<file path="src/hdl/typing_pkg.sv">
package typing_pkg;

    // ==============================
    // sizes
    // ==============================
    localparam int article_len = 16;   // characters in the article
    localparam int idx_w       = 5;    // article index width
    localparam int fifo_depth  = 4;    // key buffer entries
    localparam int count_w     = 8;    // saturating score counters

    // set-2 prefix bytes
    localparam logic [7:0] scan_break = 8'hF0;
    localparam logic [7:0] scan_ext   = 8'hE0;

    // character code a..z = 0..25 and space = 26
    typedef logic [5:0] char_t;

    localparam char_t char_unknown = 6'd63;

    typedef enum logic [1:0] {
        st_idle = 2'd0,   // waiting for first key
        st_run  = 2'd1,   // article in progress
        st_done = 2'd2    // article finished
    } judge_state_e;

    // set-2 make code to character code
    function automatic char_t scan_to_char(input logic [7:0] code);
        case (code)
            8'h1C: return 6'd0;
            8'h32: return 6'd1;
            8'h21: return 6'd2;
            8'h23: return 6'd3;
            8'h24: return 6'd4;
            8'h2B: return 6'd5;
            8'h34: return 6'd6;
            8'h33: return 6'd7;
            8'h43: return 6'd8;
            8'h3B: return 6'd9;
            8'h42: return 6'd10;
            8'h4B: return 6'd11;
            8'h3A: return 6'd12;
            8'h31: return 6'd13;
            8'h44: return 6'd14;
            8'h4D: return 6'd15;
            8'h15: return 6'd16;
            8'h2D: return 6'd17;
            8'h1B: return 6'd18;
            8'h2C: return 6'd19;
            8'h3C: return 6'd20;
            8'h2A: return 6'd21;
            8'h1D: return 6'd22;
            8'h22: return 6'd23;
            8'h35: return 6'd24;
            8'h1A: return 6'd25;
            8'h29: return 6'd26;  // space
            default: return char_unknown;
        endcase
    endfunction

endpackage

</file>
<file path="src/hdl/key_if.sv">
`timescale 1ns/1ps

// one key event on a four-phase req/ack link
interface key_if;

    logic       req;
    logic       ack;
    logic [7:0] code;   // make code, held while req is high
    logic       tag;    // event came from a parity-clean frame

    modport producer (
        output req, code, tag,
        input  ack
    );

    modport consumer (
        input  req, code, tag,
        output ack
    );

endinterface

</file>
<file path="src/hdl/article_rom.sv">
`timescale 1ns/1ps

module article_rom
    import typing_pkg::*;
(
    input  logic [idx_w-1:0] index,
    output char_t            ch
);

    // "the quick fox ok"
    always_comb begin
        case (index)
            5'd0:    ch = 6'd19;   // t
            5'd1:    ch = 6'd7;    // h
            5'd2:    ch = 6'd4;    // e
            5'd3:    ch = 6'd26;   // space
            5'd4:    ch = 6'd16;   // q
            5'd5:    ch = 6'd20;   // u
            5'd6:    ch = 6'd8;    // i
            5'd7:    ch = 6'd2;    // c
            5'd8:    ch = 6'd10;   // k
            5'd9:    ch = 6'd26;   // space
            5'd10:   ch = 6'd5;    // f
            5'd11:   ch = 6'd14;   // o
            5'd12:   ch = 6'd23;   // x
            5'd13:   ch = 6'd26;   // space
            5'd14:   ch = 6'd14;   // o
            5'd15:   ch = 6'd10;   // k
            default: ch = char_unknown;   // past the end
        endcase
    end

endmodule

</file>
<file path="src/hdl/key_fifo.sv">
`timescale 1ns/1ps

module key_fifo
    import typing_pkg::*;
(
    input  logic    clk,
    input  logic    reset,
    key_if.consumer in,
    key_if.producer out
);

    logic [8:0]                      mem [fifo_depth];   // {tag, code}
    logic [$clog2(fifo_depth)-1:0]   wr_ptr;
    logic [$clog2(fifo_depth)-1:0]   rd_ptr;
    logic [$clog2(fifo_depth+1)-1:0] count;
    logic                            full;
    logic                            empty;
    logic                            push;
    logic                            pop;
    logic                            load;

    assign full  = (count == fifo_depth);
    assign empty = (count == 0);

    assign push = in.req && !in.ack && !full;   // full holds ack back
    assign pop  = out.req && out.ack;
    assign load = !empty && !out.req && !out.ack;   // last exchange fully closed

    // ==============================
    // storage
    // ==============================
    always_ff @(posedge clk) begin
        if (push)
            mem[wr_ptr] <= {in.tag, in.code};
    end

    always_ff @(posedge clk) begin
        if (reset) begin
            wr_ptr <= '0;
            rd_ptr <= '0;
            count  <= '0;
        end else begin
            if (push)
                wr_ptr <= wr_ptr + 1'b1;
            if (pop)
                rd_ptr <= rd_ptr + 1'b1;
            count <= count + push - pop;
        end
    end

    // ==============================
    // handshakes
    // ==============================
    always_ff @(posedge clk) begin
        if (reset) begin
            in.ack  <= 1'b0;
            out.req <= 1'b0;
        end else begin
            if (push)
                in.ack <= 1'b1;
            else if (in.ack && !in.req)
                in.ack <= 1'b0;

            if (load)
                out.req <= 1'b1;
            else if (pop)
                out.req <= 1'b0;
        end
    end

    // head entry is presented with req and held until the pop
    always_ff @(posedge clk) begin
        if (load)
            {out.tag, out.code} <= mem[rd_ptr];
    end

endmodule

</file>
<file path="src/hdl/ps2_rx.sv">
`timescale 1ns/1ps

module ps2_rx
    import typing_pkg::*;
(
    input  logic    clk,
    input  logic    reset,
    input  logic    ps2_clk,
    input  logic    ps2_data,
    key_if.producer out
);

    logic [1:0]  clk_sync;    // two-flop synchronizers
    logic [1:0]  data_sync;
    logic        clk_prev;
    logic        fall;
    logic [10:0] shift;
    logic [10:0] frame;
    logic [3:0]  bit_cnt;
    logic [11:0] idle_cnt;
    logic        frame_end;
    logic        frame_ok;
    logic [7:0]  rx_byte;
    logic        break_seen;
    logic        ext_seen;
    logic        send;

    // ==============================
    // sampling
    // ==============================
    always_ff @(posedge clk) begin
        if (reset) begin
            clk_sync  <= 2'b11;   // bus idles high
            data_sync <= 2'b11;
            clk_prev  <= 1'b1;
        end else begin
            clk_sync  <= {clk_sync[0], ps2_clk};
            data_sync <= {data_sync[0], ps2_data};
            clk_prev  <= clk_sync[1];
        end
    end

    assign fall  = clk_prev & ~clk_sync[1];
    assign frame = {data_sync[1], shift[10:1]};   // lsb first so start ends up in bit 0

    always_ff @(posedge clk) begin
        if (fall)
            shift <= frame;
    end

    // bit counter resyncs if the line stalls mid-frame
    always_ff @(posedge clk) begin
        if (reset) begin
            bit_cnt  <= '0;
            idle_cnt <= '0;
        end else begin
            if (fall)
                bit_cnt <= frame_end ? 4'd0 : bit_cnt + 4'd1;
            else if (&idle_cnt)
                bit_cnt <= '0;
            if (fall || bit_cnt == 4'd0)
                idle_cnt <= '0;
            else if (!(&idle_cnt))
                idle_cnt <= idle_cnt + 12'd1;
        end
    end

    // ==============================
    // frame check and filter
    // ==============================
    assign frame_end = fall && (bit_cnt == 4'd10);
    assign frame_ok  = !frame[0] && frame[10] && (^frame[9:1]);   // start, stop, odd parity
    assign rx_byte   = frame[8:1];

    assign send = frame_end && frame_ok
               && rx_byte != scan_break && rx_byte != scan_ext
               && !break_seen && !ext_seen
               && !out.req && !out.ack;   // busy link drops the key

    always_ff @(posedge clk) begin
        if (reset) begin
            break_seen <= 1'b0;
            ext_seen   <= 1'b0;
        end else if (frame_end && frame_ok) begin
            if (rx_byte == scan_break)
                break_seen <= 1'b1;
            else if (rx_byte == scan_ext)
                ext_seen <= 1'b1;
            else begin
                // byte after a prefix is swallowed here
                break_seen <= 1'b0;
                ext_seen   <= 1'b0;
            end
        end
    end

    // producer side of the handshake
    always_ff @(posedge clk) begin
        if (reset)
            out.req <= 1'b0;
        else if (send)
            out.req <= 1'b1;
        else if (out.req && out.ack)
            out.req <= 1'b0;
    end

    always_ff @(posedge clk) begin
        if (send) begin
            out.code <= rx_byte;
            out.tag  <= frame_ok;
        end
    end

endmodule

</file>
<file path="src/hdl/typing_judge.sv">
`timescale 1ns/1ps

module typing_judge
    import typing_pkg::*;
(
    input  logic               clk,
    input  logic               reset,
    key_if.consumer            in,
    output judge_state_e       state,
    output logic [count_w-1:0] correct_count,
    output logic [count_w-1:0] miss_count,
    output logic [idx_w-1:0]   article_index
);

    char_t expect_ch;
    char_t key_ch;
    logic  take;
    logic  judge;
    logic  hit;
    logic  last_char;

    article_rom i_rom (
        .index (article_index),
        .ch    (expect_ch)
    );

    assign key_ch    = scan_to_char(in.code);
    assign take      = in.req && !in.ack;   // new event this cycle
    assign judge     = take && in.tag && (state != st_done);
    assign hit       = (key_ch == expect_ch);
    assign last_char = (article_index == idx_w'(article_len - 1));

    // ==============================
    // handshake
    // ==============================
    always_ff @(posedge clk) begin
        if (reset)
            in.ack <= 1'b0;
        else if (take)
            in.ack <= 1'b1;
        else if (in.ack && !in.req)
            in.ack <= 1'b0;
    end

    // ==============================
    // game FSM and scoring
    // ==============================
    always_ff @(posedge clk) begin
        if (reset) begin
            state         <= st_idle;
            correct_count <= '0;
            miss_count    <= '0;
            article_index <= '0;
        end else if (judge) begin
            if (state == st_idle)
                state <= st_run;   // first key also counts below

            if (hit) begin
                article_index <= article_index + 1'b1;
                if (correct_count != '1)
                    correct_count <= correct_count + 1'b1;
                if (last_char)
                    state <= st_done;
            end else begin
                // wrong letter or unknown key
                if (miss_count != '1)
                    miss_count <= miss_count + 1'b1;
            end
        end
    end

endmodule

</file>
<file path="src/hdl/typing_top.sv">
`timescale 1ns/1ps

module typing_top
    import typing_pkg::*;
(
    input  logic               clk,
    input  logic               reset,
    input  logic               ps2_clk,
    input  logic               ps2_data,
    output judge_state_e       state,
    output logic [count_w-1:0] correct_count,
    output logic [count_w-1:0] miss_count,
    output logic [idx_w-1:0]   article_index
);

    key_if kin ();    // receiver to buffer
    key_if kout ();   // buffer to judge

    ps2_rx i_rx (
        .clk      (clk),
        .reset    (reset),
        .ps2_clk  (ps2_clk),
        .ps2_data (ps2_data),
        .out      (kin.producer)
    );

    key_fifo i_fifo (
        .clk   (clk),
        .reset (reset),
        .in    (kin.consumer),
        .out   (kout.producer)
    );

    typing_judge i_judge (
        .clk           (clk),
        .reset         (reset),
        .in            (kout.consumer),
        .state         (state),
        .correct_count (correct_count),
        .miss_count    (miss_count),
        .article_index (article_index)
    );

endmodule

</file>
<file path="config.mk">
export PLATFORM = sky130hd
export DESIGN_NAME = typing_top
export DESIGN_NICKNAME = d
export VERILOG_FILES = /design/src/hdl/typing_pkg.sv /design/src/hdl/key_if.sv /design/src/hdl/article_rom.sv /design/src/hdl/key_fifo.sv /design/src/hdl/ps2_rx.sv /design/src/hdl/typing_judge.sv /design/src/hdl/typing_top.sv
export SDC_FILE = /design/constraint.sdc
export NUM_CORES = 1
export LEC_CHECK = 0
export ABC_CLOCK_PERIOD_IN_PS = 3700
export BUFFER_PORTS_ARGS = -buffer_cell sky130_fd_sc_hd__buf_2
export CAP_MARGIN = 10
export CORE_MARGIN = 2
export CORE_UTILIZATION = 23
export CTS_CLUSTER_SIZE = 12
export DETAILED_ROUTE_END_ITERATION = 8
export PLACE_DENSITY = 0.43
export SLEW_MARGIN = 15
export SYNTH_ARGS = -nofsm -noshare
export SYNTH_HDL_FRONTEND = slang
export SYNTH_HIERARCHICAL = 1
export SYNTH_SLANG_ARGS = --single-unit
</file>
<file path="constraint.sdc">
create_clock -name clk -period 3.7 [get_ports clk]
set_input_delay 0.74 -clock clk [delete_from_list [all_inputs] [get_ports clk]]
set_output_delay 0.74 -clock clk [all_outputs]
set_load 0.01 [all_outputs]
</file>
==> reports/summary.txt, run 1 <==
========================================================================================================
Status                                                                                         completed
Die Y                                                                                             169 um
Number of buffers inserted during clock tree synthesis                                                17
Die Wd                                                                                            169 um
Total net switching power                                                                     0.000619 W
Share of layout cells above drive strength 1                                                       15.8%
Combined global-route utilization of all metal layers                                              9.02%
Number of gates resized after cts                                                                      0
Critical Path AT                                                                                 3680 ps
Maximum clock frequency                                                                        0.299 GHz
Static leakage power                                                                             2.60 nW
Req. time, crit path                                                                             4030 ps
CP Cell Sequence                                                                            inv_1 > ha_1 > nor2_1 > a21o_1 > a22oi_1 > or3_1 > o21a_1 > a32oi_1 > nand4_1 > or4_1 > a21oi_1
Avg Cell Area, Syn                                                                              10.9 um2
Ys flop type                                                                                sky130_fd_sc_hd__edfxtp_1
Placement-stage cell area                                                                       6660 um2
Number of distinct library cells after synthesis                                                      74
Post-synthesis sequential element count                                                              121
Cell type with the largest total area after synthesis                                       sky130_fd_sc_hd__edfxtp_1
Post-layout net count                                                                                635
Count of input and output buffers                                                                     26
Proportion of total power due to net switching                                                     19.5%
Number of design-rule violations left by the first detailed-router iteration                         224
Post-route cell area                                                                            7280 um2
Vias after detailed routing                                                                         4364
HPWL after detailed placement                                                                    8.68 mm
Hold Path Stages                                                                                       1
Detailed-routing iteration count for the pre-antenna-repair pass                                       6
Core region area                                                                               26800 um2
CP max stage delay                                                                                590 ps
Number of global-route vias before repair                                                           4226
Min Clock Period, post-route                                                                     3340 ps
Cells after Synth                                                                                    571
Cell at the root of the clock tree                                                          sky130_fd_sc_hd__clkbuf_16
Per-cell via count in the routed design                                                             4.59
Max Clock Skew                                                                                   13.8 ps
Die ar.                                                                                        28400 um2
Area overhead of the layout relative to synthesis                                                  16.9%
Largest net degree at the start of global routing                                                     53
Share of power burned in combinational logic                                                        1.1%
Fillers                                                                                             2745
Global-route wire length before repair                                                           20.6 mm
Initial Utilization                                                                                23.2%
Post-Syn Area                                                                                   6230 um2
Number of flops mapped to enable cells by yosys                                                       64
Wire length per cell                                                                             13.1 um
Post-CTS clock slew at the launch and capture registers of the worst setup and hold paths          60 ps
Worst-case reg-to-reg path depth                                                                      11
Count of warnings emitted by yosys                                                                     6
Total of endpoints with negative setup slack in the final report                                       0
Area occupied by multi-input gates                                                              2860 um2
I/O pin total                                                                                         27
Placer's final routability congestion estimate                                                     0.869
Total DRC errors in the routed layout                                                                  0
Slowest cell on the critical path                                                           sky130_fd_sc_hd__or4_1
Worst setup path category                                                                        reg2reg
Peak ir drop on the vdd network                                                                   203 uV
Count of antenna diodes in the layout                                                                  0
Count of standard-cell rows                                                                           60
Proportion of register bits with asynchronous set or reset after synthesis                            0%
Startpoint Class                                                                                    flop
Power per standard cell area                                                                  436 nW/um2
Max FO, Critical Path                                                                                 12
Residual overflow from global routing                                                                  0
Number of hold buffers added after CTS                                                                 0
Worst-skew pair later-pin latency                                                                 410 ps
Clock Path Buffers                                                                                     2
Number of max-slew violations in the final report                                                      0
RSZ-0062 raised after global routing                                                               false
Transition time of the tightest slew-check pin                                                    759 ps
Post-synthesis sequential area ratio                                                               49.2%
Post-synth net total                                                                                 610
Postcts setup bufs                                                                                     0
Synth top area share                                                                               30.8%
Sequential power share                                                                             44.5%
Setup_tns                                                                                           0 ps
Worst relative slew slack                                                                          49.3%
Num Clock Sinks                                                                                      121
CTS tree                                                                                            done
Number of levels in the clock H-tree                                                                   4
Category of the worst setup path capture point                                                      flop
Fraction of the cycle the final worst path needs                                                   90.3%
Maximum Capacitance Violations                                                                         0
Hold WC Path Type                                                                                reg2reg
Initial antenna violation count                                                                        0
Final hold vios                                                                                        0
Top cells by area, synth                                                                    sky130_fd_sc_hd__edfxtp_1 31%, sky130_fd_sc_hd__dfxtp_1 18%, sky130_fd_sc_hd__ha_1 6.8%
Internal                                                                                       0.00256 W
Area used by sequential logic in the layout                                                     3060 um2
Number of nets with antenna violations after routing                                                   0
Routed WL                                                                                        12.4 mm
Part of the total power dissipated in the clock network                                            54.4%
========================================================================================================
## layout by cell type, fill, tap and decap left out, drive strengths merged, types with 6 or more instances in the layout
cell type	Yosys	routed
nor4	6	6
nand2	26	26
and3	8	8
o21ai	23	23
buf	18	33
a311oi	7	7
nand2b	13	13
nor3	9	9
or4	8	8
nor3b	6	6
a31oi	10	10
o31ai	7	7
dfxtp	57	57
nor2b	13	13
a21oi	33	33
nor2	41	41
nand4	10	10
nand3	24	24
and2	7	7
ha	34	34
mux4	10	10
mux2i	9	9
or3	15	15
edfxtp	64	64
inv	34	36
clkbuf	9	22
## metal layers
metal  GRT usage, %  part of all wire (%)  up-vias
li1               -                     -     2177
met1           11.0                    47     2117
met2           15.1                    49       56
met3           2.10                   2.8       14
met4           4.24                   1.9        0
met5              0                     0        -
## critical path, delay by kind of cell, from the launching register on
kind,cells,cell delay (ps)
adders and majority gates,1,300
AOI/OAI and AO/OA,5,750
and+or+nand+nor,4,1460
buffers and inverters,1,180
DFF,1,570
## cell families (layout without fill, tap and decap cells)
group | Yosys count | in the layout | share of synthesized area, %
AO/OA/AOI/OAI | 116 | 116 | 12.3
XOR/XNOR | 11 | 11 | 1.77
adder cells (fa/ha/maj) | 35 | 35 | 7.15
buffers and inverters | 61 | 99 | 4.98
flip-flops | 121 | 121 | 49.2
multiplexers | 24 | 24 | 6.02
AND/OR/NAND/NOR | 203 | 203 | 18.6
## power groups by stage
stage / logic [W] / clock network, W / registers [W]
floorplan: 0.0000284 / 0 / 0.00144
global placement: 0.0000358 / 0 / 0.00144
detailed placement: 0.0000367 / 0 / 0.00144
CTS: 0.0000366 / 0.00178 / 0.00141
global route: 0.0000410 / 0.00183 / 0.00141
finish: 0.0000359 / 0.00173 / 0.00141
## Yosys cell counts, types with 9 or more instances
| cell type | n |
|---|---|
| sky130_fd_sc_hd__edfxtp_1 | 64 |
| sky130_fd_sc_hd__dfxtp_1 | 57 |
| sky130_fd_sc_hd__nor2_1 | 41 |
| sky130_fd_sc_hd__ha_1 | 34 |
| sky130_fd_sc_hd__a21oi_1 | 32 |
| sky130_fd_sc_hd__inv_1 | 32 |
| sky130_fd_sc_hd__nand2_1 | 26 |
| sky130_fd_sc_hd__nand3_1 | 24 |
| sky130_fd_sc_hd__o21ai_0 | 22 |
| sky130_fd_sc_hd__or3_1 | 14 |
| sky130_fd_sc_hd__nand2b_1 | 13 |
| sky130_fd_sc_hd__nor2b_1 | 12 |
| sky130_fd_sc_hd__a31oi_1 | 10 |
| sky130_fd_sc_hd__mux4_2 | 10 |
| sky130_fd_sc_hd__clkbuf_1 | 9 |
| sky130_fd_sc_hd__mux2i_1 | 9 |
| sky130_fd_sc_hd__nand4_1 | 9 |
## area by class of cell
type,instances,area share [%]
Clock inverter,10,1.91
Sequential cell,121,42.1
Timing Repair Buffer,33,2.51
Multi-Input combinational cell,389,39.2
Tap cell,341,5.86
Inverter,34,1.75
Clock buffer,22,6.67
## final timing paths
path | from | endpoint | slack (ps)
max | i_judge/article_index[1] | i_judge/correct_count[4] | 360
min | i_rx/data_sync[0] | i_rx/data_sync[1] | 410
max reg2reg | i_judge/article_index[1] | i_judge/correct_count[4] | 360
min reg2reg | i_rx/data_sync[0] | i_rx/data_sync[1] | 410
## flip-flops by register name, indices dropped and copies added (netlist names), 5 cells and up
signal / count
i_fifo/mem: 36
i_rx/idle_cnt: 12
i_rx/shift: 10
i_fifo/out.code: 8
i_judge/correct_count: 8
i_judge/miss_count: 8
i_rx/out.code: 8
i_judge/article_index: 5
## through the flow
step | std cells | total power [W] | worst slack (ps) | utilization [%] | hold WS, ps
after global routing | 950 | 0.00329 | 98.4 | 27.2 | 432
after detailed placement | 918 | 0.00148 | 330 | 24.8 | 395
final | 950 | 0.00318 | 359 | 27.2 | 407
after global placement | 918 | 0.00148 | 387 | 24.8 | 397
after floorplan | 571 | 0.00147 | 743 | - | 389
after CTS | 950 | 0.00323 | 318 | 27.2 | 410
No activity file was read; power rests on OpenSTA's default activity.
==> inputs of run 2 (changes only) <==
--- a/config.mk
+++ b/config.mk
@@ -9,10 +9,12 @@
 export BUFFER_PORTS_ARGS = -buffer_cell sky130_fd_sc_hd__buf_2
 export CAP_MARGIN = 10
 export CORE_MARGIN = 2
-export CORE_UTILIZATION = 23
+export CORE_UTILIZATION = 41
 export CTS_CLUSTER_SIZE = 12
 export DETAILED_ROUTE_END_ITERATION = 8
-export PLACE_DENSITY = 0.43
+export PLACE_DENSITY = 0.63
+export SETUP_SLACK_MARGIN = 0.5
+export SKIP_CTS_REPAIR_TIMING = 1
 export SLEW_MARGIN = 15
 export SYNTH_ARGS = -nofsm -noshare
 export SYNTH_HDL_FRONTEND = slang
==> run 2 against run 1 <==
  * Worst hold slack got worse by 0.51 ps
  * Wire length fell by 5.1%
  * Count of clock-buffer cells in the layout fell by 4
  * Total power fell by 4.8%
  * Largest power group unchanged
==> reports/summary.txt, run 2 (synthesized netlist as in run 1, its figures left out) <==
========================================================================================================
Status                                                                                         completed   unchanged
Combined global-route utilization of all metal layers                                              15.0%   was 9.02%
Power per standard cell area                                                                  423 nW/um2   was 436 nW/um2
Sum of buffers and inverters on the critical path                                                      2   was 1
Vias after detailed routing                                                                         4357   was 4364
Final hold vios                                                                                        0   unchanged
Worst setup path category                                                                        reg2reg   unchanged
Number of design-rule violations left by the first detailed-router iteration                         257   was 224
Slowest cell on the critical path                                                           sky130_fd_sc_hd__or4_1   unchanged
Peak ir drop on the vdd network                                                                   341 uV   was 203 uV
Area occupied by multi-input gates                                                              2890 um2   was 2860 um2
Count of standard-cell rows                                                                           45   was 60
Top reg by flops                                                                              i_fifo/mem   unchanged
Largest net degree at the start of global routing                                                     53   unchanged
Count of input and output buffers                                                                     26   unchanged
Wire length per cell                                                                             14.7 um   was 13.1 um
Req. time, crit path                                                                             4040 ps   was 4030 ps
Final standard cell count with taps included and fillers excluded                                    805   was 950
Startpoint Class                                                                                    flop   unchanged
Post-CTS clock slew at the launch and capture registers of the worst setup and hold paths          60 ps   about the same
Commonest non-fill, non-tap cell in the layout                                              sky130_fd_sc_hd__edfxtp_1   unchanged
Placed instance count                                                                                764   was 918
Placement-stage cell area                                                                       6460 um2   was 6660 um2
CP max stage delay                                                                                510 ps   was 590 ps
HPWL after detailed placement                                                                    8.19 mm   was 8.68 mm
Num Clock Sinks                                                                                      121   unchanged
Final Core Density                                                                                 47.6%   was 27.2%
Area overhead of the layout relative to synthesis                                                  14.8%   was 16.9%
Cell at the root of the clock tree                                                          sky130_fd_sc_hd__clkbuf_16   unchanged
Worst relative slew slack                                                                          51.3%   was 49.3%
Placer's final routability congestion estimate                                                     0.868   was 0.869
Fillers                                                                                             1388   was 2745
Max FO, Critical Path                                                                                 11   was 12
Die ar.                                                                                        16200 um2   was 28400 um2
CP Cell Sequence                                                                            buf_4 > ha_2 > nor2b_2 > o21ba_1 > or3_1 > a31o_1 > a221oi_2 > nand4_1 > buf_6 > or4_1 > a21oi_2   was inv_1 > ha_1 > nor2_1 > a21o_1 > a22oi_1 > or3_1 > o21a_1 > a32oi_1 > nand4_1 > or4_1 > a21oi_1
Transition time of the tightest slew-check pin                                                    729 ps   was 759 ps
Maximum clock frequency                                                                        0.322 GHz   was 0.299 GHz
Number of nets with antenna violations after routing                                                   0   unchanged
Max FFs per register                                                                                  36   unchanged
Die Y                                                                                             127 um   was 169 um
Worst path top cell family by delay                                                         simple AND/OR/NAND/NOR gates   unchanged
Hold WC Path Type                                                                                reg2reg   unchanged
Final hold slack                                                                                  407 ps   about the same
Global-route wire length before repair                                                           19.7 mm   was 20.6 mm
Critical Path AT                                                                                 3450 ps   was 3680 ps
Number of global-route vias before repair                                                           4132   was 4226
Initial Utilization                                                                                41.4%   was 23.2%
Initial antenna violation count                                                                        0   unchanged
Total DRC errors in the routed layout                                                                  0   unchanged
Static leakage power                                                                             2.60 nW   about the same
Category of the worst setup path capture point                                                      flop   unchanged
Routed WL                                                                                        11.8 mm   was 12.4 mm
Setup_tns                                                                                           0 ps   unchanged
Die Wd                                                                                            127 um   was 169 um
RSZ-0062 raised after global routing                                                               false   unchanged
Number of levels in the clock H-tree                                                                   4   unchanged
Residual overflow from global routing                                                                  0   unchanged
CTS tree                                                                                            done   unchanged
Fraction of the cycle the final worst path needs                                                   83.9%   was 90.3%
Area used by sequential logic in the layout                                                     3070 um2   was 3060 um2
Commonest non-fill, non-tap cells in the layout                                             64 x sky130_fd_sc_hd__edfxtp_1, 55 x sky130_fd_sc_hd__dfxtp_1, 41 x sky130_fd_sc_hd__nor2_1   was 64 x sky130_fd_sc_hd__edfxtp_1, 57 x sky130_fd_sc_hd__dfxtp_1, 41 x sky130_fd_sc_hd__nor2_1
Max Clock Skew                                                                                   11.3 ps   was 13.8 ps
I/O pin total                                                                                         27   unchanged
Post-layout net count                                                                                643   was 635
Regs by FF count                                                                            i_fifo/mem x36, i_rx/idle_cnt x12, i_rx/shift x10   unchanged
Core region area                                                                               15000 um2   was 26800 um2
Count of antenna diodes in the layout                                                                  0   unchanged
Number of max-slew violations in the final report                                                      0   unchanged
Maximum Capacitance Violations                                                                         0   unchanged
Detailed-routing iteration count for the pre-antenna-repair pass                                       5   was 6
Share of layout cells above drive strength 1                                                       18.8%   was 15.8%
Number of buffers inserted during clock tree synthesis                                                17   unchanged
Post-route cell area                                                                            7150 um2   was 7280 um2
Clock Path Buffers                                                                                     2   unchanged
Worst-skew pair later-pin latency                                                                 410 ps   about the same
Total of endpoints with negative setup slack in the final report                                       0   unchanged
Per-cell via count in the routed design                                                             5.41   was 4.59
Min Clock Period, post-route                                                                     3110 ps   was 3340 ps
========================================================================================================
-- run 2: cell types whose count changed in the layout (fill, tap and decap cells not counted), sizes merged --
cell / delta
clkbuf: -3
clkinv: +4
bufinv: -1
buf: +7
inv: -1
clkinvlp: +2
-- run 2: final cells by class --
type	count	share of cell area, %
Sequential cell	121	42.9
Clock buffer	18	6.00
Inverter	34	1.78
Timing Repair Buffer	41	3.50
Tap cell	188	3.29
Clock inverter	14	2.10
Multi-Input combinational cell	389	40.4
-- run 2: stage by stage --
step	power, W	setup slack [ps]
2_1_floorplan	0.00147	743
3_3_place_gp	0.00148	393
3_5_place_dp	0.00148	299
4_1_cts	0.00307	297
5_1_grt	0.00313	486
6_report	0.00303	594
-- run 2: worst paths after layout --
check	from	end	slack, ps	depth (start not counted)
worst max-delay path	i_fifo/out.code[0]	i_judge/correct_count[4]	590	11
worst min-delay path	i_rx/data_sync[0]	i_rx/data_sync[1]	410	1
worst max register to register	i_fifo/out.code[0]	i_judge/correct_count[4]	590	11
worst min register to register	i_rx/data_sync[0]	i_rx/data_sync[1]	410	1
-- run 2: power by group --
| group | internal, W | switching, W | leakage [nW] | total (W) |
|---|---|---|---|---|
| clock | 0.000992 | 0.000586 | 0.278 | 0.00158 |
| sequential | 0.00141 | 0.00000437 | 1.04 | 0.00141 |
| combinational | 0.0000127 | 0.0000234 | 1.29 | 0.0000361 |
| total | 0.00241 | 0.000614 | 2.60 | 0.00303 |
-- run 2: worst reg2reg max path, cell delays in order (launching register included) --
cell and delay [ps]:
sky130_fd_sc_hd__edfxtp_1 430, sky130_fd_sc_hd__buf_4 170, sky130_fd_sc_hd__ha_2 200, sky130_fd_sc_hd__nor2b_2 170, sky130_fd_sc_hd__o21ba_1 190, sky130_fd_sc_hd__or3_1 370
sky130_fd_sc_hd__a31o_1 230, sky130_fd_sc_hd__a221oi_2 280, sky130_fd_sc_hd__nand4_1 160, sky130_fd_sc_hd__buf_6 180, sky130_fd_sc_hd__or4_1 520, sky130_fd_sc_hd__a21oi_2 140
-- run 2: layer usage --
layer | GRT usage (%) | vias up | part of all wire (%)
met5 | 0 | - | 0
met4 | 4.85 | 0 | 0.81
met3 | 3.89 | 8 | 2.8
met2 | 24.9 | 50 | 51
met1 | 19.1 | 2101 | 46
li1 | - | 2198 | -
==> inputs of run 3 (changes only) <==
--- a/config.mk
+++ b/config.mk
@@ -5,14 +5,14 @@
 export SDC_FILE = /design/constraint.sdc
 export NUM_CORES = 1
 export LEC_CHECK = 0
-export ABC_CLOCK_PERIOD_IN_PS = 3700
+export ABC_CLOCK_PERIOD_IN_PS = 2540
 export BUFFER_PORTS_ARGS = -buffer_cell sky130_fd_sc_hd__buf_2
 export CAP_MARGIN = 10
 export CORE_MARGIN = 2
 export CORE_UTILIZATION = 41
 export CTS_CLUSTER_SIZE = 12
 export DETAILED_ROUTE_END_ITERATION = 8
-export PLACE_DENSITY = 0.63
+export PLACE_DENSITY = 0.65
 export SETUP_SLACK_MARGIN = 0.5
 export SKIP_CTS_REPAIR_TIMING = 1
 export SLEW_MARGIN = 15
==> constraint.sdc (replaced) <==
create_clock -name clk -period 2.54 [get_ports clk]
set_input_delay 0.508 -clock clk [delete_from_list [all_inputs] [get_ports clk]]
set_output_delay 0.508 -clock clk [all_outputs]
set_load 0.01 [all_outputs]
==> run 3 against run 2 <==
  * The run now ends with setup timing left
  * Global-route usage is 1.4 points higher
  * Sequential cell count stayed put
  * Maximum frequency is 5.8% higher
  * Utilization is 3.7 points higher
  * Via count is 5.6% higher
  * Total power is 40% higher
  * Count of clock-buffer cells in the layout is 3 higher
  * Clock skew is 4.5 ps lower
  * Worst setup slack worse by 990 ps
  * Combinational power is 110% higher
  * Critical endpoint unchanged
==> reports/summary.txt, run 3 (synthesized netlist as in run 1, its figures left out) <==
========================================================================================================
Max FFs per register                                                                                  36   unchanged
Post-layout net count                                                                                689   was 643
I/O pin total                                                                                         27   unchanged
Fraction of the cycle the final worst path needs                                                    116%   was 83.9%
Cell at the root of the clock tree                                                          sky130_fd_sc_hd__clkbuf_16   unchanged
Clock Path Buffers                                                                                     2   unchanged
Die ar.                                                                                        16200 um2   unchanged
Placement-stage cell area                                                                       6930 um2   was 6460 um2
Initial antenna violation count                                                                        0   unchanged
Number of design-rule violations left by the first detailed-router iteration                         336   was 257
Commonest non-fill, non-tap cells in the layout                                             64 x sky130_fd_sc_hd__edfxtp_1, 55 x sky130_fd_sc_hd__buf_4, 52 x sky130_fd_sc_hd__dfxtp_1   was 64 x sky130_fd_sc_hd__edfxtp_1, 55 x sky130_fd_sc_hd__dfxtp_1, 41 x sky130_fd_sc_hd__nor2_1
Vias after detailed routing                                                                         4601   was 4357
Combined global-route utilization of all metal layers                                              16.3%   was 15.0%
Peak ir drop on the vdd network                                                                   537 uV   was 341 uV
Post-CTS clock slew at the launch and capture registers of the worst setup and hold paths          50 ps   was 60 ps
Number of buffers inserted during clock tree synthesis                                                17   unchanged
Regs by FF count                                                                            i_fifo/mem x36, i_rx/idle_cnt x12, i_rx/shift x10   unchanged
Total net switching power                                                                     0.000822 W   was 0.000614 W
Fillers                                                                                             1291   was 1388
CTS tree                                                                                            done   unchanged
Startpoint Class                                                                                    flop   unchanged
Global-route wire length before repair                                                           21.4 mm   was 19.7 mm
Power per standard cell area                                                                  548 nW/um2   was 423 nW/um2
Die Wd                                                                                            127 um   unchanged
Wire length per cell                                                                             14.8 um   was 14.7 um
Post-route cell area                                                                            7710 um2   was 7150 um2
Number of levels in the clock H-tree                                                                   4   unchanged
Num Clock Sinks                                                                                      121   unchanged
Worst setup path category                                                                        reg2reg   unchanged
Placer's final routability congestion estimate                                                     0.841   was 0.868
Maximum clock frequency                                                                        0.341 GHz   was 0.322 GHz
Count of antenna diodes in the layout                                                                  0   unchanged
Area overhead of the layout relative to synthesis                                                  23.7%   was 14.8%
Final Core Density                                                                                 51.3%   was 47.6%
Number of global-route vias before repair                                                           4627   was 4132
Final hold vios                                                                                        0   unchanged
Initial Utilization                                                                                41.4%   unchanged
Category of the worst setup path capture point                                                      flop   unchanged
Min Clock Period, post-route                                                                     2940 ps   was 3110 ps
Worst relative slew slack                                                                          52.6%   was 51.3%
Number of nets with antenna violations after routing                                                   0   unchanged
Part of the total power dissipated in the clock network                                            49.5%   was 52.1%
Worst-skew pair later-pin latency                                                                 400 ps   was 410 ps
Residual overflow from global routing                                                                  0   unchanged
CP Cell Sequence                                                                            ha_2 > nor2b_1 > o21ba_1 > or3_1 > a31o_1 > a221oi_4 > nand4_1 > buf_4 > or4_1 > a21oi_2   was buf_4 > ha_2 > nor2b_2 > o21ba_1 > or3_1 > a31o_1 > a221oi_2 > nand4_1 > buf_6 > or4_1 > a21oi_2
Critical Path AT                                                                                 3280 ps   was 3450 ps
Sequential power share                                                                             48.7%   was 46.7%
Max FO, Critical Path                                                                                 10   was 11
Per-cell via count in the routed design                                                             5.41   about the same
Total of endpoints with negative setup slack in the final report                                      23   was 0
Die Y                                                                                             127 um   unchanged
HPWL after detailed placement                                                                    8.87 mm   was 8.19 mm
Internal                                                                                       0.00340 W   was 0.00241 W
Failing checks                                                                              setup timing
Final standard cell count with taps included and fillers excluded                                    851   was 805
Proportion of total power due to net switching                                                     19.4%   was 20.3%
Share of layout cells above drive strength 1                                                       27.6%   was 18.8%
Largest net degree at the start of global routing                                                     40   was 53
Placed instance count                                                                                807   was 764
Slowest cell on the critical path                                                           sky130_fd_sc_hd__edfxtp_1   was sky130_fd_sc_hd__or4_1
Total DRC errors in the routed layout                                                                  0   unchanged
RSZ-0062 raised after global routing                                                                true   was false
Count of input and output buffers                                                                     26   unchanged
Detailed-routing iteration count for the pre-antenna-repair pass                                       5   unchanged
Top reg by flops                                                                              i_fifo/mem   unchanged
Max Clock Skew                                                                                   6.76 ps   was 11.3 ps
Final setup slack of the worst path                                                              -396 ps   was 594 ps
Transition time of the tightest slew-check pin                                                    710 ps   was 729 ps
Status                                                                                      complete, but fails checks   was completed
Routed WL                                                                                        12.6 mm   was 11.8 mm
Minimum setup slack among reg-to-reg paths                                                       -400 ps   was 590 ps
Tot Pwr                                                                                        0.00423 W   was 0.00303 W
Count of standard-cell rows                                                                           45   unchanged
Maximum Capacitance Violations                                                                         0   unchanged
Hold WC Path Type                                                                                 in2reg   was reg2reg
CP max stage delay                                                                                490 ps   was 510 ps
Setup_tns                                                                                       -6500 ps   was 0 ps
Share of power burned in combinational logic                                                        1.8%   was 1.2%
Commonest non-fill, non-tap cell in the layout                                              sky130_fd_sc_hd__edfxtp_1   unchanged
Req. time, crit path                                                                             2880 ps   was 4040 ps
Static leakage power                                                                             2.87 nW   was 2.60 nW
Number of max-slew violations in the final report                                                      0   unchanged
Core region area                                                                               15000 um2   unchanged
========================================================================================================
-- run 3: stage by stage --
| step | hold slack (ps) | worst slack, ps |
|---|---|---|
| 2_1_floorplan | 389 | -133 |
| 3_3_place_gp | 395 | -298 |
| 3_5_place_dp | 393 | -383 |
| 4_1_cts | 270 | -396 |
| 5_1_grt | 269 | -503 |
| 6_report | 286 | -396 |
-- run 3: path summary, 6_finish.rpt --
| check | end | start | depth (start not counted) |
|---|---|---|---|
| max | i_judge/correct_count[4] | i_fifo/out.code[1] | 10 |
| min | i_rx/data_sync[0] | ps2_data | 2 |
| max reg2reg | i_judge/correct_count[4] | i_fifo/out.code[1] | 10 |
| min reg2reg | i_rx/data_sync[1] | i_rx/data_sync[0] | 1 |
-- run 3: power by group through the flow --
stage | clock [W] | sequential (W) | combinational, W
after global placement | 0 | 0.00210 | 0.0000550
after floorplan | 0 | 0.00210 | 0.0000449
after detailed placement | 0 | 0.00210 | 0.0000575
after CTS | 0.00214 | 0.00206 | 0.0000577
final | 0.00209 | 0.00206 | 0.0000759
after global routing | 0.00224 | 0.00206 | 0.0000839
-- run 3: worst max-delay path: cells and delay by family (launching register included) --
kind,cells,cell delay (ps)
buffers and inverters,1,190
adder cells (fa/ha/maj),1,240
flip-flops,1,490
AND/OR/NAND/NOR,4,1080
AO/OA/AOI/OAI,4,880
-- run 3: cell type report --
cell class / instances / area, um2 / share of cell area, %
clock buffers: 21 / 440 / 5.72
clock inverters: 11 / 81.3 / 1.06
inverters: 34 / 133 / 1.72
multi-input cells: 389 / 3080 / 40.0
flip-flops and latches: 121 / 3070 / 39.9
well taps: 188 / 235 / 3.05
repair buffers: 87 / 659 / 8.56
-- run 3: layer usage --
metal / global-route usage, % / up-vias / share of wire (%)
met1: 19.9 / 2215 / 44
met5: 0 / - / 0
met4: 6.33 / 0 / 1.7
met3: 4.31 / 19 / 3.2
met2: 27.7 / 86 / 51
li1: - / 2281 / -
